<file path="src/common/switch_pkg.sv">
`default_nettype none

package switch_pkg;

    // port count, default for the top level
    localparam int NUM_PORTS = 4;

    // word width on every input and output port
    localparam int DATA_W = 16;

    // header layout
    // destination sits in the low bits, length field starts at bit 7
    localparam int DEST_W   = 2;
    localparam int DEST_LSB = 0;
    localparam int LEN_LSB  = 7;

    // largest packet in words, header included
    localparam int PKT_MAX_WORDS = 17;

    // output queue sizing
    localparam int QUEUE_DEPTH = 64;

    // fill counter must hold QUEUE_DEPTH itself
    localparam int FILL_W = 7;

endpackage

`default_nettype wire

</file>
<file path="src/egress_drain/egress_drain.sv">
`timescale 1ns/10ps
`default_nettype none

module egress_drain #(
    parameter int NUM_PORTS = switch_pkg::NUM_PORTS
) (
    input  logic                                         clk,
    input  logic                                         rst_n,
    input  logic [NUM_PORTS-1:0]                         ready,
    input  logic [NUM_PORTS-1:0]                         pkt_avail,
    input  logic [NUM_PORTS-1:0]                         head_eop,
    input  logic [NUM_PORTS-1:0][switch_pkg::DATA_W-1:0] head_data,
    output logic [NUM_PORTS-1:0]                         rd_en,
    output logic [NUM_PORTS-1:0]                         rd_s,
    output logic [NUM_PORTS-1:0]                         rd_sop,
    output logic [NUM_PORTS-1:0]                         rd_eop,
    output logic [NUM_PORTS-1:0]                         rd_vld,
    output logic [NUM_PORTS-1:0][switch_pkg::DATA_W-1:0] rd_data
);
    import switch_pkg::*;

    // state names what the output registers show this cycle
    typedef enum logic [1:0] {
        ST_IDLE,
        ST_START,
        ST_FIRST,
        ST_BODY
    } drain_state_t;

    for (genvar j = 0; j < NUM_PORTS; j++) begin : g_port
        drain_state_t      state_q;
        logic [DATA_W-1:0] word_q;
        logic              last_q;
        logic              showing;
        logic              take;

        assign showing = (state_q == ST_FIRST) || (state_q == ST_BODY);

        // header is read during start, then one word per cycle
        // until the word on the output carries eop
        assign take = (state_q == ST_START) || (showing && !last_q);

        always_ff @(posedge clk or negedge rst_n) begin
            if (!rst_n) begin
                state_q <= ST_IDLE;
            end else begin
                case (state_q)
                    ST_IDLE: begin
                        // pulses on a busy or empty port are dropped
                        if (ready[j] && pkt_avail[j]) begin
                            state_q <= ST_START;
                        end
                    end
                    ST_START: begin
                        state_q <= ST_FIRST;
                    end
                    ST_FIRST, ST_BODY: begin
                        state_q <= last_q ? ST_IDLE : ST_BODY;
                    end
                    default: begin
                        state_q <= ST_IDLE;
                    end
                endcase
            end
        end

        // output word and its eop flag
        always_ff @(posedge clk) begin
            if (take) begin
                word_q <= head_data[j];
                last_q <= head_eop[j];
            end
        end

        assign rd_en[j]   = take;
        assign rd_s[j]    = (state_q == ST_START);
        assign rd_sop[j]  = (state_q == ST_FIRST);
        assign rd_vld[j]  = showing;
        assign rd_eop[j]  = showing && last_q;
        assign rd_data[j] = word_q;
    end

endmodule

`default_nettype wire

</file>
<file path="src/port_queue/port_queue.sv">
`timescale 1ns/10ps
`default_nettype none

module port_queue #(
    parameter int QUEUE_DEPTH = switch_pkg::QUEUE_DEPTH,
    parameter int FILL_W      = switch_pkg::FILL_W
) (
    input  logic                          clk,
    input  logic                          rst_n,
    input  logic                          wr,
    input  logic [switch_pkg::DATA_W-1:0] wr_data,
    input  logic                          wr_eop,
    input  logic                          rd_en,
    output logic [switch_pkg::DATA_W-1:0] head_data,
    output logic                          head_eop,
    output logic                          pkt_avail,
    output logic                          almost_full,
    output logic                          full
);
    import switch_pkg::*;

    localparam int ADDR_W = (QUEUE_DEPTH > 1) ? $clog2(QUEUE_DEPTH) : 1;

    // room for a maximum packet plus the word held in the ingress register
    localparam int AFULL_LVL = QUEUE_DEPTH - (PKT_MAX_WORDS + 2);

    // each entry is {eop, data}
    logic [DATA_W:0]     mem [QUEUE_DEPTH];
    logic [DATA_W:0]     head_word;

    logic [ADDR_W-1:0]   wr_ptr_q;
    logic [ADDR_W-1:0]   rd_ptr_q;
    logic [FILL_W-1:0]   fill_q;
    logic [FILL_W-1:0]   pkt_cnt_q;

    logic                wr_pkt;
    logic                rd_pkt;

    function automatic logic [ADDR_W-1:0] ptr_next(input logic [ADDR_W-1:0] ptr);
        if (ptr == ADDR_W'(QUEUE_DEPTH - 1)) begin
            ptr_next = '0;
        end else begin
            ptr_next = ptr + 1'b1;
        end
    endfunction

    always_ff @(posedge clk) begin
        if (wr) begin
            mem[wr_ptr_q] <= {wr_eop, wr_data};
        end
    end

    // show-ahead read
    assign head_word = mem[rd_ptr_q];
    assign head_eop  = head_word[DATA_W];
    assign head_data = head_word[DATA_W-1:0];

    assign wr_pkt = wr && wr_eop;
    assign rd_pkt = rd_en && head_eop;

    always_ff @(posedge clk or negedge rst_n) begin
        if (!rst_n) begin
            wr_ptr_q <= '0;
            rd_ptr_q <= '0;
        end else begin
            if (wr) begin
                wr_ptr_q <= ptr_next(wr_ptr_q);
            end
            if (rd_en) begin
                rd_ptr_q <= ptr_next(rd_ptr_q);
            end
        end
    end

    // word count
    always_ff @(posedge clk or negedge rst_n) begin
        if (!rst_n) begin
            fill_q <= '0;
        end else begin
            case ({wr, rd_en})
                2'b10:   fill_q <= fill_q + 1'b1;
                2'b01:   fill_q <= fill_q - 1'b1;
                default: fill_q <= fill_q;
            endcase
        end
    end

    // complete packets held, counted on eop in and eop out
    always_ff @(posedge clk or negedge rst_n) begin
        if (!rst_n) begin
            pkt_cnt_q <= '0;
        end else begin
            case ({wr_pkt, rd_pkt})
                2'b10:   pkt_cnt_q <= pkt_cnt_q + 1'b1;
                2'b01:   pkt_cnt_q <= pkt_cnt_q - 1'b1;
                default: pkt_cnt_q <= pkt_cnt_q;
            endcase
        end
    end

    assign pkt_avail   = (pkt_cnt_q != '0);
    assign almost_full = (fill_q > FILL_W'(AFULL_LVL));
    assign full        = (fill_q == FILL_W'(QUEUE_DEPTH));

endmodule

`default_nettype wire

</file>
<file path="src/ingress_select.sv">
`timescale 1ns/10ps
`default_nettype none

module ingress_select #(
    parameter int NUM_PORTS = switch_pkg::NUM_PORTS
) (
    input  logic                                         clk,
    input  logic                                         rst_n,
    input  logic [NUM_PORTS-1:0]                         wr_sop,
    input  logic [NUM_PORTS-1:0]                         wr_eop,
    input  logic [NUM_PORTS-1:0]                         wr_vld,
    input  logic [NUM_PORTS-1:0][switch_pkg::DATA_W-1:0] wr_data,
    input  logic [NUM_PORTS-1:0]                         q_afull,
    output logic [NUM_PORTS-1:0]                         pause,
    output logic [NUM_PORTS-1:0]                         q_wr,
    output logic [switch_pkg::DATA_W-1:0]                q_data,
    output logic                                         q_eop
);
    import switch_pkg::*;

    localparam int TOK_W = (NUM_PORTS > 1) ? $clog2(NUM_PORTS) : 1;

    // control state
    logic              active_q;
    logic [TOK_W-1:0]  token_q;
    logic              granted_q;
    logic [DEST_W-1:0] dest_q;

    // decode of the token port
    logic                 any_afull;
    logic [TOK_W-1:0]     token_nxt;
    logic [DEST_W-1:0]    hdr_dest;
    logic                 tok_sop;
    logic                 tok_eop;
    logic                 tok_vld;
    logic [NUM_PORTS-1:0] tok_onehot;
    logic                 grant_start;
    logic                 grant_end;

    function automatic logic [NUM_PORTS-1:0] port_bit(input int unsigned idx);
        port_bit = NUM_PORTS'(1) << idx;
    endfunction

    assign any_afull  = |q_afull;
    assign tok_sop    = wr_sop[token_q];
    assign tok_eop    = wr_eop[token_q];
    assign tok_vld    = wr_vld[token_q];
    assign hdr_dest   = wr_data[token_q][DEST_LSB +: DEST_W];
    assign tok_onehot = port_bit(token_q);

    // wrap explicitly so a non power of two port count still works
    assign token_nxt = (token_q == TOK_W'(NUM_PORTS - 1)) ? '0 : token_q + 1'b1;

    // new packets only while every queue has room for a whole one
    assign grant_start = active_q && !granted_q && !any_afull && tok_sop && tok_vld;
    assign grant_end   = granted_q && tok_vld && tok_eop;

    // only the token port may send
    // back-pressure closes it unless its packet is already running
    always_comb begin
        pause = '1;
        if (active_q && (granted_q || !any_afull)) begin
            pause = ~tok_onehot;
        end
    end

    always_ff @(posedge clk or negedge rst_n) begin
        if (!rst_n) begin
            active_q  <= 1'b0;
            token_q   <= '0;
            granted_q <= 1'b0;
            dest_q    <= '0;
        end else begin
            active_q <= 1'b1;
            if (grant_start) begin
                granted_q <= 1'b1;
                dest_q    <= hdr_dest;
            end else if (grant_end) begin
                granted_q <= 1'b0;
                token_q   <= token_nxt;
            end else if (active_q && !granted_q) begin
                // no sop taken, move on to the next port
                token_q <= token_nxt;
            end
        end
    end

    // header goes straight to the queue named in it,
    // later words follow the latched destination
    always_ff @(posedge clk or negedge rst_n) begin
        if (!rst_n) begin
            q_wr <= '0;
        end else if (grant_start) begin
            q_wr <= port_bit(hdr_dest);
        end else if (granted_q && tok_vld) begin
            q_wr <= port_bit(dest_q);
        end else begin
            q_wr <= '0;
        end
    end

    // shared write bus, qualified by q_wr
    always_ff @(posedge clk) begin
        q_data <= wr_data[token_q];
        q_eop  <= tok_eop;
    end

endmodule

`default_nettype wire

</file>
<file path="src/packet_switch.sv">
`timescale 1ns/10ps
`default_nettype none

module packet_switch #(
    parameter int NUM_PORTS   = switch_pkg::NUM_PORTS,
    parameter int QUEUE_DEPTH = switch_pkg::QUEUE_DEPTH
) (
    input  logic                                         clk,
    input  logic                                         rst_n,
    input  logic [NUM_PORTS-1:0]                         wr_sop,
    input  logic [NUM_PORTS-1:0]                         wr_eop,
    input  logic [NUM_PORTS-1:0]                         wr_vld,
    input  logic [NUM_PORTS-1:0][switch_pkg::DATA_W-1:0] wr_data,
    input  logic [NUM_PORTS-1:0]                         ready,
    output logic [NUM_PORTS-1:0]                         pause,
    output logic                                         full,
    output logic                                         almost_full,
    output logic [NUM_PORTS-1:0]                         rd_s,
    output logic [NUM_PORTS-1:0]                         rd_sop,
    output logic [NUM_PORTS-1:0]                         rd_eop,
    output logic [NUM_PORTS-1:0]                         rd_vld,
    output logic [NUM_PORTS-1:0][switch_pkg::DATA_W-1:0] rd_data
);
    import switch_pkg::*;

    // shared write bus from ingress
    logic [NUM_PORTS-1:0]              q_wr;
    logic [DATA_W-1:0]                 q_data;
    logic                              q_eop;

    // per-queue status and drain signals
    logic [NUM_PORTS-1:0]              q_afull;
    logic [NUM_PORTS-1:0]              q_full;
    logic [NUM_PORTS-1:0]              pkt_avail;
    logic [NUM_PORTS-1:0]              head_eop;
    logic [NUM_PORTS-1:0][DATA_W-1:0]  head_data;
    logic [NUM_PORTS-1:0]              rd_en;

    ingress_select #(
        .NUM_PORTS (NUM_PORTS)
    ) u_ingress (
        .clk     (clk),
        .rst_n   (rst_n),
        .wr_sop  (wr_sop),
        .wr_eop  (wr_eop),
        .wr_vld  (wr_vld),
        .wr_data (wr_data),
        .q_afull (q_afull),
        .pause   (pause),
        .q_wr    (q_wr),
        .q_data  (q_data),
        .q_eop   (q_eop)
    );

    for (genvar p = 0; p < NUM_PORTS; p++) begin : g_queue
        port_queue #(
            .QUEUE_DEPTH (QUEUE_DEPTH),
            .FILL_W      (FILL_W)
        ) u_queue (
            .clk         (clk),
            .rst_n       (rst_n),
            .wr          (q_wr[p]),
            .wr_data     (q_data),
            .wr_eop      (q_eop),
            .rd_en       (rd_en[p]),
            .head_data   (head_data[p]),
            .head_eop    (head_eop[p]),
            .pkt_avail   (pkt_avail[p]),
            .almost_full (q_afull[p]),
            .full        (q_full[p])
        );
    end

    egress_drain #(
        .NUM_PORTS (NUM_PORTS)
    ) u_egress (
        .clk       (clk),
        .rst_n     (rst_n),
        .ready     (ready),
        .pkt_avail (pkt_avail),
        .head_eop  (head_eop),
        .head_data (head_data),
        .rd_en     (rd_en),
        .rd_s      (rd_s),
        .rd_sop    (rd_sop),
        .rd_eop    (rd_eop),
        .rd_vld    (rd_vld),
        .rd_data   (rd_data)
    );

    // switch level status, any queue counts
    assign full        = |q_full;
    assign almost_full = |q_afull;

endmodule

`default_nettype wire

</file>
<file path="config.mk">
export PLATFORM = sky130hd
export DESIGN_NAME = packet_switch
export DESIGN_NICKNAME = d
export VERILOG_FILES = /design/src/common/switch_pkg.sv /design/src/egress_drain/egress_drain.sv /design/src/port_queue/port_queue.sv /design/src/ingress_select.sv /design/src/packet_switch.sv
export SDC_FILE = /design/constraint.sdc
export NUM_CORES = 2
export LEC_CHECK = 0
export BUFFER_PORTS_ARGS = -buffer_cell sky130_fd_sc_hd__buf_4
export CAP_MARGIN = 25
export CORE_UTILIZATION = 35
export CTS_BUF_LIST = sky130_fd_sc_hd__clkbuf_2
export DETAILED_ROUTE_END_ITERATION = 6
export SYNTH_ARGS = -nofsm -noshare
export SYNTH_HDL_FRONTEND = slang
export SYNTH_MEMORY_MAX_BITS = 65536
export SYNTH_SLANG_ARGS = --single-unit
</file>
<file path="constraint.sdc">
create_clock -name clk -period 7.1 [get_ports clk]
set_input_delay 1.065 -clock clk [delete_from_list [all_inputs] [get_ports clk]]
set_output_delay 1.065 -clock clk [all_outputs]
set_load 0.02 [all_outputs]
</file>
==> flow_summary.html <==
<table>
<tr><th>Metric</th><th>Value</th></tr>
<tr><th colspan="2">Timing</th></tr>
<tr><td>Clock skew</td><td>203 ps</td></tr>
<tr><td>WHS</td><td>396 ps</td></tr>
<tr><td>Normalized max-slew margin</td><td>6.04%</td></tr>
<tr><td>Highest clock frequency the design can meet</td><td>0.171 GHz</td></tr>
<tr><td>Fraction of the cycle the final worst path needs</td><td>82.6%</td></tr>
<tr><td>Final-layout setup total negative slack</td><td>0 ps</td></tr>
<tr><td>Unrepaired setup endpoints after global routing</td><td>no</td></tr>
<tr><td>Slew at the pin with the worst max-slew slack</td><td>1410 ps</td></tr>
<tr><td>Fin worst setup slack</td><td>1240 ps</td></tr>
<tr><td>Count of final setup violators</td><td>0</td></tr>
<tr><td>Hold violation total from the final report</td><td>0</td></tr>
<tr><td>Slew Viols, Final</td><td>0</td></tr>
<tr><td>Final critical path time including I/O delays and setup</td><td>5860 ps</td></tr>
<tr><th colspan="2">Setup path</th></tr>
<tr><td>Critical-path maximum fanout</td><td>4</td></tr>
<tr><td>Number of buffer and inverter stages on the critical path</td><td>1</td></tr>
<tr><td>Critical path launch point type</td><td>flop</td></tr>
<tr><td>CP Capture Type</td><td>output port</td></tr>
<tr><td>Top cell family by delay on the critical path</td><td>compound AO/OA/AOI/OAI gates</td></tr>
<tr><td>Crit path arrival time</td><td>4800 ps</td></tr>
<tr><td>Delay of the slowest critical-path stage</td><td>630 ps</td></tr>
<tr><td>Required @ worst endpoint</td><td>6030 ps</td></tr>
<tr><td>Setup CP Type</td><td>reg2out</td></tr>
<tr><td>Ordered list of cells on the worst path</td><td>a31o_1, a222oi_1, nand3_1, a21boi_0, nand2_1, buf_4</td></tr>
<tr><td>Cell with the biggest individual delay on the critical path</td><td>a21boi_0</td></tr>
<tr><th colspan="2">Floorplan</th></tr>
<tr><td>Die X-Extent</td><td>713 µm</td></tr>
<tr><td>Die Area</td><td>509000 µm²</td></tr>
<tr><td>Core Area</td><td>503000 µm²</td></tr>
<tr><td>Number of top-level pins</td><td>168</td></tr>
<tr><td>Number of core rows</td><td>260</td></tr>
<tr><td>Effective utilization at floorplan</td><td>35.2%</td></tr>
<tr><td>Die outline height</td><td>713 µm</td></tr>
<tr><th colspan="2">Placed design</th></tr>
<tr><td>Setup slack after placement</td><td>1870 ps</td></tr>
<tr><td>Placed standard-cell area</td><td>188000 µm²</td></tr>
<tr><td>IO buf count</td><td>167</td></tr>
<tr><td>Weighted congestion reported at the end of routability-driven placement</td><td>0.862</td></tr>
<tr><td>Detailed placer's ending HPWL</td><td>264 mm</td></tr>
<tr><th colspan="2">Routing</th></tr>
<tr><td>Via-to-Cell Ratio</td><td>5.35</td></tr>
<tr><td>Count of TritonRoute iterations in the first routing pass</td><td>7</td></tr>
<tr><td>Overall via count from detail_route</td><td>92000</td></tr>
<tr><td>Drt total wl</td><td>459 mm</td></tr>
<tr><td>DR DRC count</td><td>8</td></tr>
<tr><td>WL per Instance</td><td>26.7 µm</td></tr>
<tr><td>Count of routing violations after the opening detailed-route iteration</td><td>10200</td></tr>
<tr><td>Routed Antenna Nets</td><td>0</td></tr>
<tr><th colspan="2">Finish</th></tr>
<tr><td>Fillers</td><td>45100</td></tr>
<tr><td>Area of the multi-input gates</td><td>38300 µm²</td></tr>
<tr><td>Ratio of cells with drive above 1 in the final layout</td><td>32.3%</td></tr>
<tr><td>Most common library cell in the layout ignoring fill and taps</td><td>edfxtp_1</td></tr>
<tr><td>Total number of nets in the final design</td><td>9913</td></tr>
<tr><td>Area growth from synthesis to layout</td><td>12.2%</td></tr>
<tr><td>Finished Cell Area</td><td>199000 µm²</td></tr>
<tr><td>Combined flip-flop and latch cell area</td><td>136000 µm²</td></tr>
<tr><td>Most frequent cells in the layout</td><td>4420 x edfxtp_1, 1657 x clkbuf_2, 996 x mux4_2</td></tr>
<tr><th colspan="2">Yosys</th></tr>
<tr><td>Most instantiated flip-flop cell in the synthesis netlist</td><td>edfxtp_1</td></tr>
<tr><td>Share of async-settable or async-resettable flops after synthesis</td><td>2.68%</td></tr>
<tr><td>Mapped Nets</td><td>8458</td></tr>
<tr><td>Flop and latch count out of synthesis</td><td>4559</td></tr>
<tr><td>Yosys warning total</td><td>0</td></tr>
<tr><td>Netlist area before placement</td><td>177000 µm²</td></tr>
<tr><td>Average cell area after synthesis</td><td>21.3 µm²</td></tr>
<tr><td>EDFF count, synth</td><td>4420</td></tr>
<tr><td>Count of mapped cells out of synthesis</td><td>8308</td></tr>
<tr><td>Number of different library cells in the post-synthesis netlist</td><td>86</td></tr>
<tr><td>Sequential element share of the synthesized area</td><td>76.9%</td></tr>
<tr><th colspan="2">Clocking</th></tr>
<tr><td>Sink count of the clock tree</td><td>4559</td></tr>
<tr><td>Later-pin clock latency in the skew report</td><td>2320 ps</td></tr>
<tr><td>Clock tree from TritonCTS</td><td>done</td></tr>
<tr><td>Worst-path clk slew</td><td>110 ps</td></tr>
<tr><td>Number of levels in the clock H-tree</td><td>7</td></tr>
<tr><td>Hold-fix buffers, CTS</td><td>144</td></tr>
<tr><td>Number of post-CTS setup repair buffers</td><td>0</td></tr>
<tr><td>Number of gates resized after cts</td><td>0</td></tr>
<tr><td>Root Driver</td><td>clkbuf_2</td></tr>
<tr><td>Clock tree buffer depth</td><td>5</td></tr>
<tr><td>CTS Buf Count</td><td>1188</td></tr>
<tr><th colspan="2">Run status</th></tr>
<tr><td>Outcome</td><td>complete, but fails checks</td></tr>
<tr><td>Failing checks</td><td>DRC</td></tr>
<tr><th colspan="2">GRT</th></tr>
<tr><td>Maximum number of pins on one net before global-route repair</td><td>190</td></tr>
<tr><td>Met1 track demand over resource</td><td>23.9%</td></tr>
<tr><td>GRT Residual Overflow</td><td>0</td></tr>
<tr><td>Number of antenna violations at the first check in global routing</td><td>22</td></tr>
<tr><td>All-layer global routing usage</td><td>17.9%</td></tr>
<tr><td>Via count of the first global-routing pass</td><td>95600</td></tr>
<tr><td>Most used routing layer in global routing</td><td>met2</td></tr>
<tr><td>First-pass GRT wire length</td><td>663 mm</td></tr>
<tr><td>Global-route met2 utilization</td><td>28.7%</td></tr>
<tr><td>Met3 Track Usage GR</td><td>4.42%</td></tr>
<tr><th colspan="2">Pwr</th></tr>
<tr><td>Largest voltage drop on the vdd net</td><td>457 µV</td></tr>
<tr><td>Static Leakage</td><td>64.9 nW</td></tr>
<tr><td>Power density over the cells</td><td>398 nW/µm²</td></tr>
<tr><th colspan="2">Job</th></tr>
<tr><td>Number of max-cap violations</td><td>0</td></tr>
<tr><th colspan="2">Worst hold path</th></tr>
<tr><td>Worst hold-check path type</td><td>in2reg</td></tr>
</table>
## metal layers
layer	up-vias	wire length (µm)
met2	4387	222000
met5	-	49
met1	48500	187000
li1	38400	-
met3	666	37400
met4	8	11500
## path summary, 6_finish.rpt
path | startpoint | end | slack (ps) | cells after the start
worst min-delay path | wr_data[48] | u_ingress.q_data[0] | 400 | 4
worst min register to register | g_queue[3].u_queue.pkt_cnt_q[6] | g_queue[3].u_queue.pkt_cnt_q[6] | 470 | 1
worst max register to register | u_ingress.token_q[1] | u_ingress.dest_q[1] | 1920 | 11
max in group asynchronous | rst_n | g_queue[0].u_queue.rd_ptr_q[1] | 5290 | 6
worst max-delay path | g_queue[1].u_queue.fill_q[4] | pause[1] | 1240 | 6
min in group asynchronous | rst_n | g_queue[1].u_queue.rd_ptr_q[1] | 470 | 5
## stage by stage
stage | total power, W | util (%) | std cells
floorplan | 0.0533 | - | 8308
global placement | 0.0621 | 37.3 | 15100
detailed placement | 0.0628 | 37.3 | 15100
CTS | 0.0799 | 39.5 | 17200
global route | 0.0826 | 39.5 | 17200
finish | 0.0790 | 39.5 | 17200
## cells by family (layout without fill, tap and decap cells)
group | count (synthesis) | in the layout | synth area share, %
flops | 4559 | 4559 | 76.9
mux | 1354 | 1354 | 15.0
simple gates | 952 | 952 | 2.53
compound gates | 806 | 806 | 3.21
buf+inv | 501 | 2692 | 1.57
fa+ha+maj | 68 | 68 | 0.514
xor+xnor | 67 | 67 | 0.331
other cells | 1 | 26 | 0.00212
## cell type report
| cell class | instances | area share [%] |
|---|---|---|
| clock inverters | 269 | 0.656 |
| diodes | 25 | 0.0315 |
| inverters | 54 | 0.102 |
| multi-input cells | 3248 | 19.3 |
| repair buffers | 712 | 3.00 |
| flip-flops and latches | 4559 | 68.6 |
| well taps | 6681 | 4.21 |
| clock buffers | 1657 | 4.17 |
## cell usage after synthesis, types with 74 or more instances
| cell | instances | share of area [%] |
|---|---|---|
| buf_2 | 140 | 0.40 |
| o22ai_1 | 87 | 0.31 |
| nand2_1 | 225 | 0.48 |
| mux2i_1 | 299 | 1.7 |
| nand3_1 | 74 | 0.21 |
| o21ai_0 | 101 | 0.29 |
| dfrtp_1 | 122 | 1.7 |
| a22oi_1 | 181 | 0.77 |
| edfxtp_1 | 4420 | 75 |
| a211oi_1 | 75 | 0.32 |
| a21oi_1 | 104 | 0.29 |
| mux4_2 | 996 | 13 |
| clkbuf_1 | 156 | 0.33 |
| nor2_1 | 360 | 0.76 |
## report_power, final
part | switching [W] | total, W | internal, W
Sequential | 0.00216 | 0.0365 | 0.0343
Combinational | 0.0162 | 0.0258 | 0.00955
Clock | 0.0102 | 0.0168 | 0.00655
## state kept, by name, indices dropped and copies added, names as in the netlist
name	cells
g_queue.u_queue.fill_q	28
u_ingress.q_eop	1
u_ingress.active_q	1
u_egress.g_port.last_q	4
g_queue.u_queue.pkt_cnt_q	28
g_queue.u_queue.rd_ptr_q	24
u_ingress.q_data	16
g_queue.u_queue.wr_ptr_q	24
g_queue.u_queue.mem	4352
u_egress.g_port.state_q	8
u_ingress.q_wr	4
u_ingress.granted_q	1
u_ingress.dest_q	2
u_egress.g_port.word_q	64
u_ingress.token_q	2
## tightest hold or removal path: stages
cell and delay [ps]:
buf_4 80, mux4_2 230, dlygate4sd3_1 560, dlygate4sd3_1 660
(Power assumes the default switching activity.)
